[config.mk]
export PLATFORM = sky130hd
export DESIGN_NAME = fb_display_top
export DESIGN_NICKNAME = d
export VERILOG_FILES = /design/src/hw/fb_pkg.sv /design/src/hw/display_timing.sv /design/src/hw/fb_display_top.sv /design/src/hw/fb_ram.sv /design/src/hw/fizzle_fade.sv /design/src/hw/grey_palette.sv /design/src/hw/line_scaler.sv
export SDC_FILE = /design/constraint.sdc
export NUM_CORES = 1
export LEC_CHECK = 0
export ABC_AREA = 1
export BUFFER_PORTS_ARGS = -buffer_cell sky130_fd_sc_hd__buf_2
export CAP_MARGIN = 40
export CORE_UTILIZATION = 30
export CTS_CLUSTER_SIZE = 14
export DETAILED_ROUTE_END_ITERATION = 10
export SYNTH_ARGS = -nofsm -noshare
export SYNTH_HDL_FRONTEND = slang
export SYNTH_HIERARCHICAL = 1
export SYNTH_SLANG_ARGS = --single-unit
[constraint.sdc]
create_clock -name clk_sys -period 4.55 [get_ports clk_sys]
set_input_delay 0.91 -clock clk_sys [delete_from_list [all_inputs] [get_ports clk_sys]]
set_output_delay 0.91 -clock clk_sys [all_outputs]
set_load 0.01 [all_outputs]
[src/hw/fb_pkg.sv]
// framebuffer display package
// raster, framebuffer, fade and colour constants plus the shared structs

`default_nettype none

package fb_pkg;

    // raster geometry, blanking sits at negative coordinates
    localparam int CORDW    = 8;                   // signed coordinate width
    localparam int H_ACTIVE = 16;                  // active pixels per line
    localparam int H_TOTAL  = 24;                  // pixels per line
    localparam int V_ACTIVE = 12;                  // active lines
    localparam int V_TOTAL  = 16;                  // lines per frame
    localparam int H_START  = H_ACTIVE - H_TOTAL;  // first sx, -8
    localparam int V_START  = V_ACTIVE - V_TOTAL;  // first sy, -4

    // framebuffer
    localparam int FB_WIDTH  = 8;
    localparam int FB_HEIGHT = 6;
    localparam int FB_SCALE  = 2;                     // pixel repeat in x and y
    localparam int FB_PIXELS = FB_WIDTH * FB_HEIGHT;  // 48
    localparam int FB_ADDRW  = 6;
    localparam int CIDXW     = 4;                     // colour index bits
    localparam int LB_LAT    = 2;                     // scaler lookup latency

    // fade control
    localparam int FADE_WAIT   = 3;                 // frame pulses before fade
    localparam int FADE_RATE   = 4;                 // cycles per lfsr step
    localparam int LFSR_LEN    = 6;
    localparam logic [LFSR_LEN-1:0] LFSR_TAPS = 6'b110000;  // x^6+x^5+1
    localparam logic [LFSR_LEN-1:0] LFSR_SEED = 6'd1;
    localparam int LFSR_STEPS  = 2**LFSR_LEN - 1;   // full period, 63

    // colour
    localparam int CHANW = 8;                       // output channel width
    localparam logic [CIDXW-1:0] FADE_COLR = '0;    // fade writes black

    typedef struct packed {
        logic signed [CORDW-1:0] sx;
        logic signed [CORDW-1:0] sy;
        logic                    de;     // active video
        logic                    frame;  // first pixel of frame
        logic                    line;   // first pixel of line
    } raster_t;

    typedef struct packed {
        logic signed [CORDW-1:0] sx;
        logic signed [CORDW-1:0] sy;
        logic                    de;
        logic                    frame;
        logic [CHANW-1:0]        r;
        logic [CHANW-1:0]        g;
        logic [CHANW-1:0]        b;
    } pixel_out_t;

    typedef struct packed {
        logic                we;
        logic [FB_ADDRW-1:0] addr;
        logic [CIDXW-1:0]    colr;
    } fb_wr_t;

endpackage

`default_nettype wire

[src/hw/display_timing.sv]
// display timing generator
// signed raster position with data enable, frame and line pulses

`default_nettype none
`timescale 1ns/1ps

module display_timing (
    input  wire logic            clk_sys,
    input  wire logic            rst_n_i,
    output      fb_pkg::raster_t raster_o
);
    import fb_pkg::*;

    logic signed [CORDW-1:0] sx_nxt;
    logic signed [CORDW-1:0] sy_nxt;

    // next position, wraps at end of line and frame
    always_comb begin
        if (raster_o.sx == H_ACTIVE - 1) begin
            sx_nxt = CORDW'(H_START);  // back to blanking
            if (raster_o.sy == V_ACTIVE - 1) begin
                sy_nxt = CORDW'(V_START);
            end else begin
                sy_nxt = raster_o.sy + CORDW'(1);
            end
        end else begin
            sx_nxt = raster_o.sx + CORDW'(1);
            sy_nxt = raster_o.sy;
        end
    end

    // everything registered so pulses line up with the position
    always_ff @(posedge clk_sys or negedge rst_n_i) begin
        if (!rst_n_i) begin
            raster_o.sx    <= CORDW'(H_START);
            raster_o.sy    <= CORDW'(V_START);
            raster_o.de    <= 1'b0;
            raster_o.frame <= 1'b0;
            raster_o.line  <= 1'b0;
        end else begin
            raster_o.sx    <= sx_nxt;
            raster_o.sy    <= sy_nxt;
            raster_o.de    <= (sx_nxt >= 0) && (sy_nxt >= 0);
            raster_o.frame <= (sx_nxt == H_START) && (sy_nxt == V_START);
            raster_o.line  <= (sx_nxt == H_START);  // every line incl blanking
        end
    end

endmodule

`default_nettype wire

[src/hw/fb_display_top.sv]
// framebuffer display top
// timing, framebuffer, fizzle fade, scaler and palette

`default_nettype none
`timescale 1ns/1ps

module fb_display_top (
    input  wire logic               clk_sys,
    input  wire logic               rst_n_i,
    input  wire fb_pkg::fb_wr_t     load_i,
    output      fb_pkg::pixel_out_t pix_o,
    output      logic               fade_done_o
);
    import fb_pkg::*;

    raster_t             raster;
    fb_wr_t              fb_wr;      // load or fade write
    logic [FB_ADDRW-1:0] rd_addr;
    logic [CIDXW-1:0]    rd_colr;
    logic [CIDXW-1:0]    cidx;
    logic                cidx_valid;

    display_timing u_timing (
        .clk_sys  (clk_sys),
        .rst_n_i  (rst_n_i),
        .raster_o (raster)
    );

    fizzle_fade u_fade (
        .clk_sys     (clk_sys),
        .rst_n_i     (rst_n_i),
        .frame_i     (raster.frame),
        .load_i      (load_i),
        .fb_wr_o     (fb_wr),
        .fade_done_o (fade_done_o)
    );

    fb_ram u_ram (
        .clk_sys   (clk_sys),
        .wr_i      (fb_wr),
        .rd_addr_i (rd_addr),
        .rd_colr_o (rd_colr)
    );

    line_scaler u_scaler (
        .clk_sys      (clk_sys),
        .rst_n_i      (rst_n_i),
        .raster_i     (raster),
        .rd_addr_o    (rd_addr),
        .rd_colr_i    (rd_colr),
        .cidx_o       (cidx),
        .cidx_valid_o (cidx_valid)
    );

    grey_palette u_palette (
        .clk_sys      (clk_sys),
        .rst_n_i      (rst_n_i),
        .raster_i     (raster),
        .cidx_i       (cidx),
        .cidx_valid_i (cidx_valid),
        .pix_o        (pix_o)
    );

endmodule

`default_nettype wire

[src/hw/fb_ram.sv]
// framebuffer memory
// simple dual-port, one write port and a registered read port

`default_nettype none
`timescale 1ns/1ps

module fb_ram (
    input  wire logic                       clk_sys,
    input  wire fb_pkg::fb_wr_t             wr_i,
    input  wire logic [fb_pkg::FB_ADDRW-1:0] rd_addr_i,
    output      logic [fb_pkg::CIDXW-1:0]    rd_colr_o
);
    import fb_pkg::*;

    logic [CIDXW-1:0] mem [FB_PIXELS];  // one colour index per pixel

    always_ff @(posedge clk_sys) begin
        if (wr_i.we) begin
            mem[wr_i.addr] <= wr_i.colr;
        end
        rd_colr_o <= mem[rd_addr_i];  // 1 cycle read latency
    end

endmodule

`default_nettype wire

[src/hw/fizzle_fade.sv]
// fizzle fade controller
// waits some frames, then blacks out pixels in lfsr order
// owns the framebuffer write port and passes image loads through until fade

`default_nettype none
`timescale 1ns/1ps

module fizzle_fade (
    input  wire logic           clk_sys,
    input  wire logic           rst_n_i,
    input  wire logic           frame_i,
    input  wire fb_pkg::fb_wr_t load_i,
    output      fb_pkg::fb_wr_t fb_wr_o,
    output      logic           fade_done_o
);
    import fb_pkg::*;

    logic [$clog2(FADE_WAIT+1)-1:0] cnt_wait;   // saturating frame count
    logic [$clog2(FADE_RATE)-1:0]   cnt_rate;
    logic [LFSR_LEN-1:0]            lfsr;
    logic [LFSR_LEN-1:0]            cnt_step;   // lfsr steps taken
    logic                           fade_act;
    logic                           step;
    logic                           wr_we_q;
    logic [FB_ADDRW-1:0]            wr_addr_q;
    logic [CIDXW-1:0]               wr_colr_q;

    always_comb begin
        fade_act = (cnt_wait == FADE_WAIT);
        step     = fade_act && !fade_done_o && (cnt_rate == FADE_RATE - 1);
    end

    // control side of the fade
    always_ff @(posedge clk_sys or negedge rst_n_i) begin
        if (!rst_n_i) begin
            cnt_wait    <= '0;
            cnt_rate    <= '0;
            lfsr        <= LFSR_SEED;
            cnt_step    <= '0;
            fade_done_o <= 1'b0;
            wr_we_q     <= 1'b0;
        end else begin
            if (frame_i && !fade_act) cnt_wait <= cnt_wait + 1'b1;
            if (fade_act && !fade_done_o) cnt_rate <= cnt_rate + 1'b1;  // wraps at rate
            if (step) begin
                // galois step shifts right and folds in the taps on a one out
                lfsr     <= lfsr[0] ? ((lfsr >> 1) ^ LFSR_TAPS) : (lfsr >> 1);
                cnt_step <= cnt_step + 1'b1;
                if (cnt_step == LFSR_STEPS - 1) fade_done_o <= 1'b1;  // sticky
            end
            if (fade_act) begin
                wr_we_q <= step && (lfsr <= FB_PIXELS);  // skip beyond image
            end else begin
                wr_we_q <= load_i.we;  // load strobe delayed by 1
            end
        end
    end

    // write address and colour
    always_ff @(posedge clk_sys) begin
        if (fade_act) begin
            wr_addr_q <= lfsr - 1'b1;  // lfsr never 0 so 0..62
            wr_colr_q <= FADE_COLR;
        end else begin
            wr_addr_q <= load_i.addr;
            wr_colr_q <= load_i.colr;
        end
    end

    always_comb begin
        fb_wr_o.we   = wr_we_q;
        fb_wr_o.addr = wr_addr_q;
        fb_wr_o.colr = wr_colr_q;
    end

endmodule

`default_nettype wire

[src/hw/grey_palette.sv]
// grey palette and output stage
// 16-level grey lookup, blanking and a registered pixel output

`default_nettype none
`timescale 1ns/1ps

module grey_palette (
    input  wire logic                     clk_sys,
    input  wire logic                     rst_n_i,
    input  wire fb_pkg::raster_t          raster_i,
    input  wire logic [fb_pkg::CIDXW-1:0] cidx_i,
    input  wire logic                     cidx_valid_i,
    output      fb_pkg::pixel_out_t       pix_o
);
    import fb_pkg::*;

    raster_t          rdly [LB_LAT];  // position delayed to meet the index
    logic [CHANW-1:0] grey;

    always_comb begin
        if (rdly[LB_LAT-1].de && cidx_valid_i) begin
            grey = {(CHANW/CIDXW){cidx_i}};  // both nibbles = index
        end else begin
            grey = '0;  // blank
        end
    end

    always_ff @(posedge clk_sys or negedge rst_n_i) begin
        if (!rst_n_i) begin
            for (int i = 0; i < LB_LAT; i++) rdly[i] <= '0;
            pix_o <= '0;
        end else begin
            rdly[0] <= raster_i;
            for (int i = 1; i < LB_LAT; i++) rdly[i] <= rdly[i-1];
            pix_o.sx    <= rdly[LB_LAT-1].sx;
            pix_o.sy    <= rdly[LB_LAT-1].sy;
            pix_o.de    <= rdly[LB_LAT-1].de;
            pix_o.frame <= rdly[LB_LAT-1].frame;
            pix_o.r     <= grey;  // grey, same on all channels
            pix_o.g     <= grey;
            pix_o.b     <= grey;
        end
    end

endmodule

`default_nettype wire

[src/hw/line_scaler.sv]
// line scaler
// fills a double-banked linebuffer from the framebuffer one line early
// and repeats pixels FB_SCALE times in both directions

`default_nettype none
`timescale 1ns/1ps

module line_scaler (
    input  wire logic                        clk_sys,
    input  wire logic                        rst_n_i,
    input  wire fb_pkg::raster_t             raster_i,
    output      logic [fb_pkg::FB_ADDRW-1:0] rd_addr_o,
    input  wire logic [fb_pkg::CIDXW-1:0]    rd_colr_i,
    output      logic [fb_pkg::CIDXW-1:0]    cidx_o,
    output      logic                        cidx_valid_o
);
    import fb_pkg::*;

    localparam int FB_XW = $clog2(FB_WIDTH);

    logic [CIDXW-1:0]            lb [2][FB_WIDTH];  // two banks of one image row
    logic [$clog2(FB_SCALE)-1:0] grp_line;          // line within the group
    logic [$clog2(FB_SCALE)-1:0] grp_line_nxt;
    logic                        bank_q;            // bank being displayed
    logic                        fill_go;
    logic                        swap;
    logic                        fill_act;
    logic [FB_XW-1:0]            fill_x;
    logic                        wr_en_q;           // ram data valid
    logic [FB_XW-1:0]            wr_idx_q;
    logic [CORDW-1:0]            sx_u;
    logic [FB_XW-1:0]            lb_idx;
    logic                        in_area;
    logic [CIDXW-1:0]            lb_rd_q;
    logic                        valid_q;

    always_comb begin
        // blanking lines count as the last line of a group
        if (raster_i.sy < 0) begin
            grp_line_nxt = $bits(grp_line)'(FB_SCALE - 1);
        end else if (grp_line == FB_SCALE - 1) begin
            grp_line_nxt = '0;
        end else begin
            grp_line_nxt = grp_line + 1'b1;
        end
        // fill on the line before a group, swap when it starts
        fill_go = raster_i.line && (raster_i.sy >= -1) && (raster_i.sy < V_ACTIVE - 1)
                  && (grp_line_nxt == FB_SCALE - 1);
        swap    = raster_i.line && (raster_i.sy >= 0) && (grp_line_nxt == 0);
        sx_u    = raster_i.sx;  // only used inside the area
        lb_idx  = FB_XW'(sx_u / FB_SCALE);
        in_area = (raster_i.sx >= 0) && (raster_i.sx < H_ACTIVE)
                  && (raster_i.sy >= 0) && (raster_i.sy < V_ACTIVE);
    end

    // group tracking and framebuffer reads
    always_ff @(posedge clk_sys or negedge rst_n_i) begin
        if (!rst_n_i) begin
            grp_line  <= '0;
            bank_q    <= 1'b0;
            fill_act  <= 1'b0;
            fill_x    <= '0;
            rd_addr_o <= '0;
            wr_en_q   <= 1'b0;
        end else begin
            if (raster_i.line) grp_line <= grp_line_nxt;
            if (swap) bank_q <= !bank_q;
            if (fill_go) begin
                fill_act <= 1'b1;
                fill_x   <= '0;
            end else if (fill_act) begin
                fill_x <= fill_x + 1'b1;
                if (fill_x == FB_WIDTH - 1) fill_act <= 1'b0;  // row done
            end
            if (raster_i.frame) begin
                rd_addr_o <= '0;  // image restarts at row 0
            end else if (fill_act) begin
                rd_addr_o <= rd_addr_o + 1'b1;  // rows are contiguous
            end
            wr_en_q <= fill_act;
        end
    end

    // linebuffer write into the idle bank, read from the active bank
    always_ff @(posedge clk_sys) begin
        wr_idx_q <= fill_x;
        if (wr_en_q) lb[!bank_q][wr_idx_q] <= rd_colr_i;
        lb_rd_q <= lb[bank_q][lb_idx];  // lookahead stage 1
        cidx_o  <= lb_rd_q;             // stage 2
    end

    always_ff @(posedge clk_sys or negedge rst_n_i) begin
        if (!rst_n_i) begin
            valid_q      <= 1'b0;
            cidx_valid_o <= 1'b0;
        end else begin
            valid_q      <= in_area;
            cidx_valid_o <= valid_q;  // matches cidx_o
        end
    end

endmodule

`default_nettype wire

==> results of run 1 <==
==> metrics by stage <==
stage               total power [uW]  util (%)  area (um2)
floorplan                       3907         -       15970
global route                    7534     34.39       18070
CTS                             7390     34.39       18070
global placement                3965     31.61       16610
detailed placement              3967     31.74       16680
finish                          7307     34.39       18070
==> how the worst max path moves through the flow <==
stage | cells after the start | start | slack [ns] | endpoint
finish | 7 | u_timing/raster_o[12]$_DFF_PN0_ | 2.22 | u_timing/raster_o[1]$_DFF_PN0_
global route | 7 | u_timing/raster_o[12]$_DFF_PN0_ | 1.96 | u_timing/raster_o[1]$_DFF_PN0_
CTS | 7 | u_timing/raster_o[12]$_DFF_PN0_ | 2.21 | u_timing/raster_o[1]$_DFF_PN0_
detailed placement | 7 | u_timing/raster_o[12]$_DFF_PN0_ | 2.22 | u_timing/raster_o[1]$_DFF_PN0_
global placement | 7 | u_timing/raster_o[12]$_DFF_PN0_ | 2.33 | u_timing/raster_o[1]$_DFF_PN0_
floorplan | 4 | u_fade/wr_we_q$_DFF_PN0_ | 2.92 | u_ram/mem[24][0]$_DFFE_PP_
==> synthesized netlist by cell type, types with 3 or more instances <==
library cell / n
sky130_fd_sc_hd__a21oi_1: 8
sky130_fd_sc_hd__buf_2: 22
sky130_fd_sc_hd__buf_4: 25
sky130_fd_sc_hd__buf_6: 21
sky130_fd_sc_hd__clkbuf_1: 6
sky130_fd_sc_hd__dfrtp_1: 98
sky130_fd_sc_hd__dfstp_2: 12
sky130_fd_sc_hd__dfxtp_1: 25
sky130_fd_sc_hd__edfxtp_1: 256
sky130_fd_sc_hd__ha_1: 11
sky130_fd_sc_hd__inv_1: 118
sky130_fd_sc_hd__inv_2: 4
sky130_fd_sc_hd__nand2_1: 347
sky130_fd_sc_hd__nand2_4: 3
sky130_fd_sc_hd__nand3_1: 205
sky130_fd_sc_hd__nand3_2: 7
sky130_fd_sc_hd__nand4_1: 7
sky130_fd_sc_hd__nor2_1: 145
sky130_fd_sc_hd__nor2_2: 5
sky130_fd_sc_hd__nor2_4: 4
sky130_fd_sc_hd__nor3_1: 19
sky130_fd_sc_hd__o211ai_1: 16
sky130_fd_sc_hd__o21ai_0: 25
sky130_fd_sc_hd__o21ai_1: 18
sky130_fd_sc_hd__o21ai_2: 4
sky130_fd_sc_hd__xnor2_1: 4
sky130_fd_sc_hd__xor2_1: 5
==> where the power goes <==
part / total [uW] / internal [uW] / leakage (uW) / switching (uW)
Combinational: 88.7 / 14.0 / 0.00258 / 74.7
Clock: 3420 / 2070 / 0.000669 / 1340
Sequential: 3800 / 3800 / 0.00388 / 7.21
==> cell families (layout without fill, tap and decap cells) <==
family	after synthesis	in the layout	synth area share (%)
simple gates	750	750	20.37
flops	391	391	68.58
buf+inv	201	267	6.587
compound gates	76	76	2.812
fa+ha+maj	11	11	0.8616
xor+xnor	9	9	0.4934
mux	4	4	0.2898
==> cell type report <==
cell class              count  area [um2]
clock buffers              53        1112
clock inverters            22       280.3
fillers                  5212       34480
inverters                 124       473.0
multi-input cells         850        3966
flip-flops and latches    391       10960
well taps                 688       860.8
repair buffers             68       422.9
==> registers in the layout, indices dropped and copies added, names as in the netlist, 2 cells and up <==
| name | cells |
|---|---|
| u_scaler/rd_addr_o | 6 |
| u_ram/rd_colr_o | 4 |
| u_scaler/lb_rd_q | 4 |
| u_scaler/cidx_o | 4 |
| u_fade/cnt_wait | 2 |
| u_palette/pix_o | 22 |
| u_scaler/fill_x | 3 |
| u_palette/rdly | 36 |
| u_fade/cnt_step | 6 |
| u_timing/raster_o | 19 |
| u_fade/wr_addr_q | 6 |
| u_ram/mem | 192 |
| u_fade/cnt_rate | 2 |
| u_scaler/wr_idx_q | 3 |
| u_scaler/lb | 64 |
| u_fade/wr_colr_q | 4 |
| u_fade/lfsr | 6 |
==> worst reg2reg max path, stage by stage (launching register included) <==
cell and delay (ns):
sky130_fd_sc_hd__dfrtp_1 0.80, sky130_fd_sc_hd__ha_1 0.34, sky130_fd_sc_hd__nand3_2 0.15, sky130_fd_sc_hd__nor2_4 0.36
sky130_fd_sc_hd__nand3_1 0.23, sky130_fd_sc_hd__nand3_1 0.17, sky130_fd_sc_hd__nand4_1 0.11, sky130_fd_sc_hd__nor2_1 0.11
==> cells in the final DEF, fill, tap and decap left out, types with 5 or more instances in the layout <==
master and n:
sky130_fd_sc_hd__clkbuf_16 42, sky130_fd_sc_hd__xor2_1 5, sky130_fd_sc_hd__edfxtp_1 256, sky130_fd_sc_hd__clkbuf_1 9
sky130_fd_sc_hd__o211ai_1 16, sky130_fd_sc_hd__dfstp_2 12, sky130_fd_sc_hd__buf_4 11, sky130_fd_sc_hd__buf_2 54
sky130_fd_sc_hd__nand2_1 347, sky130_fd_sc_hd__nand3_1 205, sky130_fd_sc_hd__nor3_1 19, sky130_fd_sc_hd__dfxtp_1 25
sky130_fd_sc_hd__clkinv_2 6, sky130_fd_sc_hd__bufinv_16 6, sky130_fd_sc_hd__o21ai_1 18, sky130_fd_sc_hd__nand3_2 7
sky130_fd_sc_hd__inv_1 118, sky130_fd_sc_hd__ha_1 11, sky130_fd_sc_hd__a21oi_1 8, sky130_fd_sc_hd__nor2_1 145
sky130_fd_sc_hd__o21ai_0 25, sky130_fd_sc_hd__dfrtp_1 96, sky130_fd_sc_hd__nand4_1 7, sky130_fd_sc_hd__nor2_2 5
==> per-layer routing <==
layer | share of wire [%] | wire (um) | track usage [%]
met4 | 2.5 | 803 | 4.310
met5 | 0 | 0 | 0
met1 | 45 | 14340 | 15.76
met3 | 5.4 | 1726 | 2.267
met2 | 48 | 15320 | 20.27
==> impl_table.tex, run 1 <==
\begin{tabular}{lr}
\hline
Metric & Value \\
\hline
\multicolumn{2}{l}{\textbf{Detailed routing}} \\
\quad Via density per instance & 4.541 \\
\quad Total DRC errors in the routed layout & 0 \\
\quad DR WL/cell & 14.66 um \\
\quad Total via count after detailed routing & 9971 \\
\quad Routed wire length & 32190 um \\
\quad Detailed Route Iter0 Violations & 671 \\
\quad Pre-antenna DRT Iters & 5 \\
\quad Antenna-violating nets left & 0 \\
\multicolumn{2}{l}{\textbf{Floorplanning}} \\
\quad I/O pin total & 56 \\
\quad Initial core utilization & 30.40\% \\
\quad Core Rows & 84 \\
\quad Placeable core region & 0.05255 mm2 \\
\quad Die height & 232.8 um \\
\quad Die Footprint & 0.05417 mm2 \\
\quad Die width & 232.8 um \\
\multicolumn{2}{l}{\textbf{GRT}} \\
\quad Vias in the first global route & 9959 \\
\quad Wire length of the first global-routing pass & 52270 um \\
\quad Antenna violations before repair & 0 \\
\quad Grt total ovfl & 0 \\
\quad Maximum number of pins on one net before global-route repair & 86 \\
\quad All-Layer GR Usage & 12.17\% \\
\multicolumn{2}{l}{\textbf{Cells and area}} \\
\quad Count of antenna diodes in the layout & 0 \\
\quad Syn-to-layout area delta & 13.14\% \\
\quad Layout Nets & 1500 \\
\quad Non-filler cells in the finished layout & 2196 \\
\quad Ratio of cells with drive above 1 in the final layout & 11.94\% \\
\multicolumn{2}{l}{\textbf{Job}} \\
\quad Reported max-cap violation count & 0 \\
\multicolumn{2}{l}{\textbf{Clock tree}} \\
\quad Clk root buf & sky130\_fd\_sc\_hd\_\_clkbuf\_16 \\
\quad Maximum clock path buffer count & 3 \\
\quad Post-CTS setup buffers & 0 \\
\quad Cts bufs inserted & 41 \\
\quad H-tree depth & 2 \\
\quad Clock-pin slew on the worst setup and hold paths & 0.06 ns \\
\quad TritonCTS clock tree & done \\
\quad Gates resized, CTS repair & 0 \\
\quad Clk sink count & 391 \\
\quad Number of buffers added to fix hold violations after cts & 0 \\
\quad Clock network latency to the later pin of the worst-skew pair & 0.55 ns \\
\multicolumn{2}{l}{\textbf{STA}} \\
\quad Slew at the pin closest to its max-slew limit & 0.8804 ns \\
\quad Number of hold violations in the final report & 0 \\
\quad Final critical-path share of the clock period & 51.17\% \\
\quad Finish-stage setup viols & 0 \\
\quad Number of slew-limit violations in the final report & 0 \\
\quad RSZ-0062 raised after global routing & false \\
\quad Worst max-slew margin expressed relative to the limit & 40.77\% \\
\quad Final clock skew & 0.02103 ns \\
\quad Crit path time final & 2.328 ns \\
\quad Timing-limited maximum frequency & 429.5 MHz \\
\quad PnR worst setup slack & 2.222 ns \\
\quad Worst-case hold slack & 0.3192 ns \\
\quad Setup\_tns & 0 ns \\
\multicolumn{2}{l}{\textbf{Yosys}} \\
\quad Share of the yosys chip area belonging to registers & 68.58\% \\
\quad Number of unique standard cell types used by synthesis & 45 \\
\quad Count of state elements after synthesis & 391 \\
\quad Net count after synthesis & 1466 \\
\quad Yosys warns & 6 \\
\quad Synthesized area per cell & 11.08 um2 \\
\quad Most used flip-flop cell after synthesis & sky130\_fd\_sc\_hd\_\_edfxtp\_1 \\
\quad Area share of the largest cell type after synthesis & 48.12\% \\
\quad Synth Cell Area & 0.01597 mm2 \\
\quad Largest cells by area after synthesis & sky130\_fd\_sc\_hd\_\_edfxtp\_1 (48\%), sky130\_fd\_sc\_hd\_\_dfrtp\_1 (15\%), sky130\_fd\_sc\_hd\_\_nand2\_1 (8.2\%), sky130\_fd\_sc\_hd\_\_nand3\_1 (6.4\%), sky130\_fd\_sc\_hd\_\_nor2\_1 (3.4\%) \\
\quad Number of enable-type register cells in the synthesized netlist & 256 \\
\quad Library cell occupying the most area in the post-synthesis netlist & sky130\_fd\_sc\_hd\_\_edfxtp\_1 \\
\quad Proportion of register bits with asynchronous set or reset after synthesis & 28.13\% \\
\quad Gate count of the mapped netlist & 1442 \\
\multicolumn{2}{l}{\textbf{Critical path}} \\
\quad Largest delay share family, worst path & simple AND/OR/NAND/NOR gates \\
\quad CP Capture Type & register \\
\quad Type of the worst setup path & register to register \\
\quad Destination of the worst register-to-register timing path & u\_timing/raster\_o[1]\$\_DFF\_PN0\_ \\
\quad Critical path launch point type & register \\
\quad Arr. time, crit path & 2.81 ns \\
\quad Critical Path Fanout Max & 21 \\
\quad Register-to-register path setup slack & 2.22 ns \\
\quad Crit Reg-Reg Startpoint & u\_timing/raster\_o[12]\$\_DFF\_PN0\_ \\
\quad Worst path slowest cell & sky130\_fd\_sc\_hd\_\_dfrtp\_1 \\
\quad Cell-by-cell listing of the critical path & ha\_1 -> nand3\_2 -> nor2\_4 -> nand3\_1 -> nand3\_1 -> nand4\_1 -> nor2\_1 \\
\quad Required @ worst endpoint & 5.03 ns \\
\quad Critical Path Most Common Cell & sky130\_fd\_sc\_hd\_\_nand3\_1 \\
\quad Path depth of the worst reg2reg path & 7 \\
\quad Buf+Inv Stages, Crit Path & 0 \\
\quad Largest incremental delay on the critical path & 0.80 ns \\
\multicolumn{2}{l}{\textbf{Run status}} \\
\quad Outcome & finished clean \\
\multicolumn{2}{l}{\textbf{Placement}} \\
\quad HPWL after detailed placement & 20240 um \\
\quad Routability-driven placement congestion ratio & 0.7985 \\
\quad Dpl ws & 2.219 ns \\
\quad Number of placed instances with taps included & 2121 \\
\quad Count of input and output buffers & 55 \\
\multicolumn{2}{l}{\textbf{Hold path}} \\
\quad Hold Path Depth & 0 \\
\quad Launch point of the worst hold path & u\_scaler/lb\_rd\_q[0]\$\_DFF\_P\_ \\
\quad End point of the most critical hold path & u\_scaler/cidx\_o[0]\$\_DFF\_P\_ \\
\quad Hold WC Path Type & register to register \\
\multicolumn{2}{l}{\textbf{Power}} \\
\quad Leakage dissipation & 0.007126 uW \\
\quad Peak supply drop & 225.1 uV \\
\quad Total power per unit cell area & 404.3 mW/mm2 \\
\hline
\end{tabular}
Power figures use the tool's default switching activity.
==> inputs of run 2 (changes only) <==
clock period = 2.04 ns   (was 4.55 ns; I/O delays follow)
==> run 2 against run 1 <==
  * Combinational power is 130% higher
  * Critical path type unchanged
  * Largest cell class unchanged
  * Count of clock-buffer cells in the layout stayed put
  * Critical endpoint unchanged
  * Flip-flop and latch count stayed put
  * First-iteration DRC count is 11% higher
  * Wire length is 0.82% higher
  * Sequential power is 120% higher
  * Clock power is 120% higher
  * Highest routed layer unchanged
==> impl_table.tex, run 2 (same netlist as run 1, synthesis figures left out) <==
\begin{tabular}{lr}
\hline
Metric & Value \\
\hline
\multicolumn{2}{l}{\textbf{GRT}} \\
\quad Vias in the first global route & 10035 \\
\quad Maximum number of pins on one net before global-route repair & 61 \\
\quad All-Layer GR Usage & 12.23\% \\
\quad Wire length of the first global-routing pass & 51960 um \\
\quad Grt total ovfl & 0 \\
\quad Antenna violations before repair & 0 \\
\multicolumn{2}{l}{\textbf{Cells and area}} \\
\quad Registers with the most flip-flops & u\_ram/mem (192), u\_scaler/lb (64), u\_palette/rdly (36) \\
\quad Ratio of cells with drive above 1 in the final layout & 13.47\% \\
\quad Non-filler cells in the finished layout & 2217 \\
\quad Syn-to-layout area delta & 14.26\% \\
\quad Utilization after layout & 34.73\% \\
\quad Total of fill cells in the finished design & 5194 \\
\quad Count of antenna diodes in the layout & 0 \\
\quad Commonest cells after routing, fill and taps aside & sky130\_fd\_sc\_hd\_\_nand2\_1 (347), sky130\_fd\_sc\_hd\_\_edfxtp\_1 (256), sky130\_fd\_sc\_hd\_\_nand3\_1 (205), sky130\_fd\_sc\_hd\_\_nor2\_1 (145), sky130\_fd\_sc\_hd\_\_inv\_1 (118) \\
\quad Commonest non-fill, non-tap cell in the layout & sky130\_fd\_sc\_hd\_\_nand2\_1 \\
\quad Most flops, register & u\_ram/mem \\
\quad Max reg flops & 192 \\
\quad Final Cell Area & 0.01825 mm2 \\
\quad Layout Nets & 1520 \\
\multicolumn{2}{l}{\textbf{STA}} \\
\quad Final critical-path share of the clock period & 92.33\% \\
\quad Number of slew-limit violations in the final report & 0 \\
\quad Crit path time final & 1.884 ns \\
\quad Setup\_tns & 0 ns \\
\quad RSZ-0062 raised after global routing & false \\
\quad Timing-limited maximum frequency & 530.9 MHz \\
\quad Slew at the pin closest to its max-slew limit & 0.7033 ns \\
\quad Final clock skew & 0.02718 ns \\
\quad Number of hold violations in the final report & 0 \\
\quad Finish-stage setup viols & 0 \\
\quad Worst-case hold slack & 0.03921 ns \\
\quad Worst max-slew margin expressed relative to the limit & 53.05\% \\
\multicolumn{2}{l}{\textbf{Detailed routing}} \\
\quad DR WL/cell & 14.64 um \\
\quad Detailed Route Iter0 Violations & 744 \\
\quad Via density per instance & 4.576 \\
\quad Total DRC errors in the routed layout & 0 \\
\quad Routed wire length & 32460 um \\
\quad Antenna-violating nets left & 0 \\
\quad Total via count after detailed routing & 10146 \\
\quad Pre-antenna DRT Iters & 5 \\
\multicolumn{2}{l}{\textbf{Critical path}} \\
\quad Type of the worst setup path & register to register \\
\quad Required @ worst endpoint & 2.53 ns \\
\quad CP Capture Type & register \\
\quad Arr. time, crit path & 2.37 ns \\
\quad Critical path launch point type & register \\
\quad Critical Path Fanout Max & 14 \\
\multicolumn{2}{l}{\textbf{Placement}} \\
\quad DP Area & 0.01681 mm2 \\
\quad Count of input and output buffers & 55 \\
\quad HPWL after detailed placement & 20990 um \\
\quad Number of placed instances with taps included & 2138 \\
\quad Routability-driven placement congestion ratio & 0.7969 \\
\multicolumn{2}{l}{\textbf{Clock tree}} \\
\quad TritonCTS clock tree & done \\
\quad Gates resized, CTS repair & 0 \\
\quad Clock network latency to the later pin of the worst-skew pair & 0.57 ns \\
\quad Maximum clock path buffer count & 3 \\
\quad H-tree depth & 2 \\
\quad Cts bufs inserted & 43 \\
\quad Clk sink count & 391 \\
\quad Clock-pin slew on the worst setup and hold paths & 0.06 ns \\
\quad Clk root buf & sky130\_fd\_sc\_hd\_\_clkbuf\_16 \\
\quad Post-CTS setup buffers & 0 \\
\multicolumn{2}{l}{\textbf{Floorplanning}} \\
\quad I/O pin total & 56 \\
\quad Die Footprint & 0.05417 mm2 \\
\quad Initial core utilization & 30.40\% \\
\quad Placeable core region & 0.05255 mm2 \\
\quad Core Rows & 84 \\
\quad Die width & 232.8 um \\
\quad Die height & 232.8 um \\
\multicolumn{2}{l}{\textbf{Power}} \\
\quad P\_sw & 3327 uW \\
\quad Net Sw Frac & 20.37\% \\
\quad Leakage dissipation & 0.007251 uW \\
\quad Cell Int Power & 13010 uW \\
\quad Sequential Power Share & 51.9\% \\
\quad Total power per unit cell area & 895.0 mW/mm2 \\
\quad Peak supply drop & 753.8 uV \\
\quad Portion of total power attributed to combinational logic & 1.3\% \\
\quad Portion of total power attributed to the clock network & 46.8\% \\
\multicolumn{2}{l}{\textbf{Hold path}} \\
\quad Hold WC Path Type & primary input to register \\
\multicolumn{2}{l}{\textbf{Run status}} \\
\quad Outcome & finished clean \\
\multicolumn{2}{l}{\textbf{Job}} \\
\quad Reported max-cap violation count & 0 \\
\hline
\end{tabular}
run 2: cell types whose count changed in the layout (fill, tap and decap cells not counted), moves of 2 or more:
cell	change
sky130_fd_sc_hd__clkbuf_16	+2
sky130_fd_sc_hd__bufinv_16	-3
sky130_fd_sc_hd__inv_8	+2
sky130_fd_sc_hd__buf_12	+4
sky130_fd_sc_hd__clkbuf_1	-3
sky130_fd_sc_hd__clkinv_2	+5
sky130_fd_sc_hd__clkinvlp_4	-2
sky130_fd_sc_hd__buf_16	-2
sky130_fd_sc_hd__buf_4	+16
sky130_fd_sc_hd__clkinv_1	-3
run 2: per-stage QoR:
step                      total power, uW  setup slack, ns
final                               16330           0.1564
after global routing                16880          0.04608
after CTS                           16570           0.1770
after detailed placement             8856           0.2191
after global placement               8852           0.2782
after floorplan                      8715           0.4058
run 2: layer usage:
layer / part of all wire, % / up-vias / GRT usage [%]
met5: 0 / - / 0
li1: - / 4911 / -
met4: 3.2 / 0 / 5.290
met2: 48 / 294 / 20.17
met3: 5.4 / 68 / 2.414
met1: 44 / 4873 / 15.55
run 2: area by class of cell:
type	count	area [um2]	area share, %
Timing Repair Buffer	86	563.0	3.085
Inverter	124	473.0	2.591
Tap cell	688	860.8	4.717
Clock buffer	53	1165	6.382
Sequential cell	391	10960	60.04
Clock inverter	25	265.3	1.453
Multi-Input combinational cell	850	3966	21.73
run 2: critical path, stage by stage (launching register included):
cell	delay [ns]
sky130_fd_sc_hd__dfstp_2	0.64
sky130_fd_sc_hd__nand3_2	0.16
sky130_fd_sc_hd__nor2_4	0.35
sky130_fd_sc_hd__nand3_1	0.24
sky130_fd_sc_hd__nand3_1	0.18
sky130_fd_sc_hd__nand4_1	0.10
sky130_fd_sc_hd__nor2_1	0.13
run 2: what timing repair did:
action,4_1_cts,5_1_grt
endpoints found under the hold margin,24,0
hold buffers,1,0
setup endpoints to repair,0,0
run 2: power groups by stage:
stage	Sequential (uW)	Combinational, uW	Clock, uW
3_3_place_gp	8640	211	0
3_5_place_dp	8640	213	0
6_report	8480	206	7640
4_1_cts	8480	214	7870
5_1_grt	8480	234	8160
2_1_floorplan	8660	50.1	0
run 2: final timing paths:
path / start / to / slack, ns / cells after the start
setup reg to reg: u_timing/raster_o[14]$_DFF_PN1_ / u_timing/raster_o[1]$_DFF_PN0_ / 0.16 / 6
hold reg to reg: u_scaler/lb_rd_q[0]$_DFF_P_ / u_scaler/cidx_o[0]$_DFF_P_ / 0.32 / 0
max in group asynchronous: rst_n_i / u_timing/raster_o[6]$_DFF_PN1_ / 1.09 / 3
setup / recovery: u_timing/raster_o[14]$_DFF_PN1_ / u_timing/raster_o[1]$_DFF_PN0_ / 0.16 / 6
min in group asynchronous: rst_n_i / u_palette/pix_o[25]$_DFF_PN0_ / 0.30 / 2
hold / removal: load_i[7] / u_fade/wr_addr_q[3]$_DFF_P_ / 0.04 / 3
==> inputs of run 3 (changes only) <==
SYNTH_HIERARCHICAL = not set   (was 1)
==> run 3 against run 2 <==
  * Synthesized cell count decreased by 8.7%
  * Fmax increased by 0.45%
  * Global-route usage decreased by 0.14 points
  * Utilization increased by 0.52 points
  * Hold slack improved by 0.032 ns
  * Via count decreased by 5.7%
  * Critical endpoint is now u_ram.mem[34][0]$_DFFE_PP_
  * Non-clock buffer count increased by 10
  * Power decreased by 2.9%
  * Area after synthesis decreased by 4.1%
==> impl_table.tex, run 3 <==
\begin{tabular}{lr}
\hline
Metric & Value \\
\hline
\multicolumn{2}{l}{\textbf{STA}} \\
\quad Timing-limited maximum frequency & 533.3 MHz \\
\quad RSZ-0062 raised after global routing & false \\
\quad Final clock skew & 0.01481 ns \\
\quad Slew at the pin closest to its max-slew limit & 0.7319 ns \\
\quad Number of hold violations in the final report & 0 \\
\quad Worst max-slew margin expressed relative to the limit & 50.83\% \\
\quad Finish-stage setup viols & 0 \\
\quad Crit path time final & 1.875 ns \\
\quad Number of slew-limit violations in the final report & 0 \\
\quad Final critical-path share of the clock period & 91.92\% \\
\quad Setup\_tns & 0 ns \\
\multicolumn{2}{l}{\textbf{Clock tree}} \\
\quad Clock-pin slew on the worst setup and hold paths & 0.06 ns \\
\quad Clk sink count & 391 \\
\quad H-tree depth & 2 \\
\quad Clk root buf & sky130\_fd\_sc\_hd\_\_clkbuf\_16 \\
\quad Cts bufs inserted & 40 \\
\quad Post-CTS setup buffers & 0 \\
\quad Gates resized, CTS repair & 0 \\
\quad TritonCTS clock tree & done \\
\quad Clock network latency to the later pin of the worst-skew pair & 0.55 ns \\
\quad Maximum clock path buffer count & 3 \\
\multicolumn{2}{l}{\textbf{Critical path}} \\
\quad Buf+Inv Stages, Crit Path & 1 \\
\quad Worst path slowest cell & sky130\_fd\_sc\_hd\_\_dfrtp\_1 \\
\quad Largest delay share family, worst path & simple AND/OR/NAND/NOR gates \\
\quad Largest incremental delay on the critical path & 0.52 ns \\
\quad Critical Path Fanout Max & 10 \\
\quad CP Capture Type & register \\
\quad Arr. time, crit path & 2.13 ns \\
\quad Required @ worst endpoint & 2.29 ns \\
\quad Cell-by-cell listing of the critical path & nand4\_1 -> nor4\_1 -> buf\_4 \\
\quad Type of the worst setup path & register to register \\
\quad Critical path launch point type & register \\
\multicolumn{2}{l}{\textbf{GRT}} \\
\quad Vias in the first global route & 9445 \\
\quad Antenna violations before repair & 0 \\
\quad Grt total ovfl & 0 \\
\quad All-Layer GR Usage & 12.09\% \\
\quad Wire length of the first global-routing pass & 50250 um \\
\quad Maximum number of pins on one net before global-route repair & 57 \\
\multicolumn{2}{l}{\textbf{Yosys}} \\
\quad Main combinational cell family by area after synthesis & simple AND/OR/NAND/NOR gates \\
\quad Proportion of register bits with asynchronous set or reset after synthesis & 28.13\% \\
\quad Number of unique standard cell types used by synthesis & 40 \\
\quad Share of synthesized cell area in full adder, half adder and majority cells & 1.061\% \\
\quad Area share of xor/xnor cells in the synthesized design & 0.8574\% \\
\quad Yosys warns & 0 \\
\quad Net count after synthesis & 1343 \\
\quad Synth Area in Simple Gates & 14.60\% \\
\quad Most used flip-flop cell after synthesis & sky130\_fd\_sc\_hd\_\_edfxtp\_1 \\
\quad Library cell occupying the most area in the post-synthesis netlist & sky130\_fd\_sc\_hd\_\_edfxtp\_1 \\
\quad Most instantiated library cell after synthesis & sky130\_fd\_sc\_hd\_\_edfxtp\_1 \\
\quad Largest cells by area after synthesis & sky130\_fd\_sc\_hd\_\_edfxtp\_1 (50\%), sky130\_fd\_sc\_hd\_\_dfrtp\_1 (16\%), sky130\_fd\_sc\_hd\_\_nor2\_1 (6.1\%), sky130\_fd\_sc\_hd\_\_o21ai\_0 (4.3\%), sky130\_fd\_sc\_hd\_\_nand2\_1 (4.2\%) \\
\quad Most used standard cells in the synthesized netlist & sky130\_fd\_sc\_hd\_\_edfxtp\_1 (256), sky130\_fd\_sc\_hd\_\_nor2\_1 (247), sky130\_fd\_sc\_hd\_\_nand2\_1 (171) \\
\quad Synthesized area per cell & 11.64 um2 \\
\quad Gate count of the mapped netlist & 1317 \\
\quad Area share of the largest cell type after synthesis & 50.17\% \\
\quad Count of state elements after synthesis & 391 \\
\quad Number of enable-type register cells in the synthesized netlist & 256 \\
\quad Synth Cell Area & 0.01532 mm2 \\
\quad Share of the yosys chip area belonging to registers & 71.50\% \\
\quad Multiplexer share of the synthesized area & 0.1470\% \\
\quad Fraction of the mapped netlist area in compound gates & 7.275\% \\
\multicolumn{2}{l}{\textbf{Floorplanning}} \\
\quad Die height & 228.0 um \\
\quad Initial core utilization & 30.48\% \\
\quad Die width & 228.0 um \\
\quad Core Rows & 82 \\
\quad I/O pin total & 56 \\
\quad Placeable core region & 0.05027 mm2 \\
\quad Die Footprint & 0.05199 mm2 \\
\multicolumn{2}{l}{\textbf{Cells and area}} \\
\quad Most flops, register & u\_ram.mem \\
\quad Commonest non-fill, non-tap cell in the layout & sky130\_fd\_sc\_hd\_\_edfxtp\_1 \\
\quad Non-filler cells in the finished layout & 2083 \\
\quad Utilization after layout & 35.25\% \\
\quad Count of antenna diodes in the layout & 0 \\
\quad Ratio of cells with drive above 1 in the final layout & 12.90\% \\
\quad Registers with the most flip-flops & u\_ram.mem (192), u\_scaler.lb (64), u\_palette.rdly (36) \\
\quad Total of fill cells in the finished design & 4926 \\
\quad Commonest cells after routing, fill and taps aside & sky130\_fd\_sc\_hd\_\_edfxtp\_1 (256), sky130\_fd\_sc\_hd\_\_nor2\_1 (247), sky130\_fd\_sc\_hd\_\_nand2\_1 (171), sky130\_fd\_sc\_hd\_\_o21ai\_0 (132), sky130\_fd\_sc\_hd\_\_dfrtp\_1 (97) \\
\quad Syn-to-layout area delta & 15.64\% \\
\quad Max reg flops & 192 \\
\quad Layout Nets & 1405 \\
\multicolumn{2}{l}{\textbf{Detailed routing}} \\
\quad Via density per instance & 4.594 \\
\quad Pre-antenna DRT Iters & 5 \\
\quad Total via count after detailed routing & 9570 \\
\quad Antenna-violating nets left & 0 \\
\quad Routed wire length & 31580 um \\
\quad DR WL/cell & 15.16 um \\
\quad Detailed Route Iter0 Violations & 690 \\
\quad Total DRC errors in the routed layout & 0 \\
\multicolumn{2}{l}{\textbf{Placement}} \\
\quad HPWL after detailed placement & 20220 um \\
\quad Routability-driven placement congestion ratio & 0.8584 \\
\quad Count of input and output buffers & 55 \\
\quad Number of placed instances with taps included & 2008 \\
\multicolumn{2}{l}{\textbf{Power}} \\
\quad Leakage dissipation & 0.006747 uW \\
\quad Peak supply drop & 540.1 uV \\
\quad Total power per unit cell area & 895.4 mW/mm2 \\
\multicolumn{2}{l}{\textbf{Hold path}} \\
\quad Hold WC Path Type & primary input to register \\
\multicolumn{2}{l}{\textbf{Job}} \\
\quad Reported max-cap violation count & 0 \\
\multicolumn{2}{l}{\textbf{Run status}} \\
\quad Outcome & finished clean \\
\hline
\end{tabular}
run 3: cell count changes after synthesis, moves of 20 or more:
cell                       delta
sky130_fd_sc_hd__nand2_1    -176
sky130_fd_sc_hd__nand3_1    -129
sky130_fd_sc_hd__o21ai_0    +107
sky130_fd_sc_hd__nor2_1     +102
sky130_fd_sc_hd__inv_1       -43
sky130_fd_sc_hd__clkbuf_1    +28
sky130_fd_sc_hd__buf_6       -20
run 3: metal layers:
metal	track usage [%]	vias up	share of wire, %
li1	-	4643	-
met3	2.238	70	5.5
met1	15.65	4590	44
met2	20.04	267	47
met4	4.719	0	3.1
met5	0	-	0
run 3: cell type report:
class / count / area [um2] / share of cell area (%)
Clock inverter: 13 / 126.4 / 0.7131
Tap cell: 672 / 840.8 / 4.745
Inverter: 78 / 292.8 / 1.652
Multi-Input combinational cell: 772 / 3669 / 20.70
Sequential cell: 391 / 10960 / 61.83
Clock buffer: 61 / 1172 / 6.616
Timing Repair Buffer: 96 / 663.1 / 3.742
run 3: final timing paths:
| check | from | cells after the start | end | slack, ns |
|---|---|---|---|---|
| worst max-delay path | u_fade.wr_we_q$_DFF_PN0_ | 3 | u_ram.mem[34][0]$_DFFE_PP_ | 0.16 |
| worst min-delay path | load_i[0] | 3 | u_fade.wr_colr_q[0]$_SDFF_PP0_ | 0.07 |
| worst max register to register | u_fade.wr_we_q$_DFF_PN0_ | 3 | u_ram.mem[34][0]$_DFFE_PP_ | 0.16 |
| worst min register to register | u_scaler.lb_rd_q[1]$_DFF_P_ | 0 | u_scaler.cidx_o[1]$_DFF_P_ | 0.32 |
| max in group asynchronous | rst_n_i | 3 | u_fade.lfsr[0]$_DFFE_PN1P_ | 1.03 |
| min in group asynchronous | rst_n_i | 2 | u_palette.rdly[25]$_DFF_PN0_ | 0.38 |
run 3: worst reg2reg max path: stages (launching register included):
cell and delay (ns):
sky130_fd_sc_hd__dfrtp_1 0.52, sky130_fd_sc_hd__nand4_1 0.33, sky130_fd_sc_hd__nor4_1 0.50, sky130_fd_sc_hd__buf_4 0.24
run 3: timing repair:
action	4_1_cts	5_1_grt
endpoints found under the setup margin	0	1
hold buffers	1	0
endpoints found under the hold margin	21	0
run 3: kinds of logic after synthesis:
family,count (synthesis)
buffers and inverters,154
adder cells (fa/ha/maj),13
XOR/XNOR,15
flip-flops,391
AND/OR/NAND/NOR,540
AO/OA/AOI/OAI,202
multiplexers,2
run 3: power by group:
group          internal [uW]  leakage, uW  switching (uW)
clock network           4230     0.000633            2940
logic                   41.7      0.00224             168
registers               8470      0.00388            16.4
run 3: stage by stage:
stage / hold WS (ns) / area [um2] / power (uW) / worst slack, ns
2_1_floorplan: 0.1124 / 15320 / 8712 / 0.3280
3_3_place_gp: 0.3142 / 16410 / 8859 / 0.2091
3_5_place_dp: 0.3121 / 16410 / 8860 / 0.1762
4_1_cts: 0.04311 / 17720 / 16070 / 0.1702
5_1_grt: 0.06122 / 17720 / 16360 / 0.01885
6_report: 0.07118 / 17720 / 15870 / 0.1649
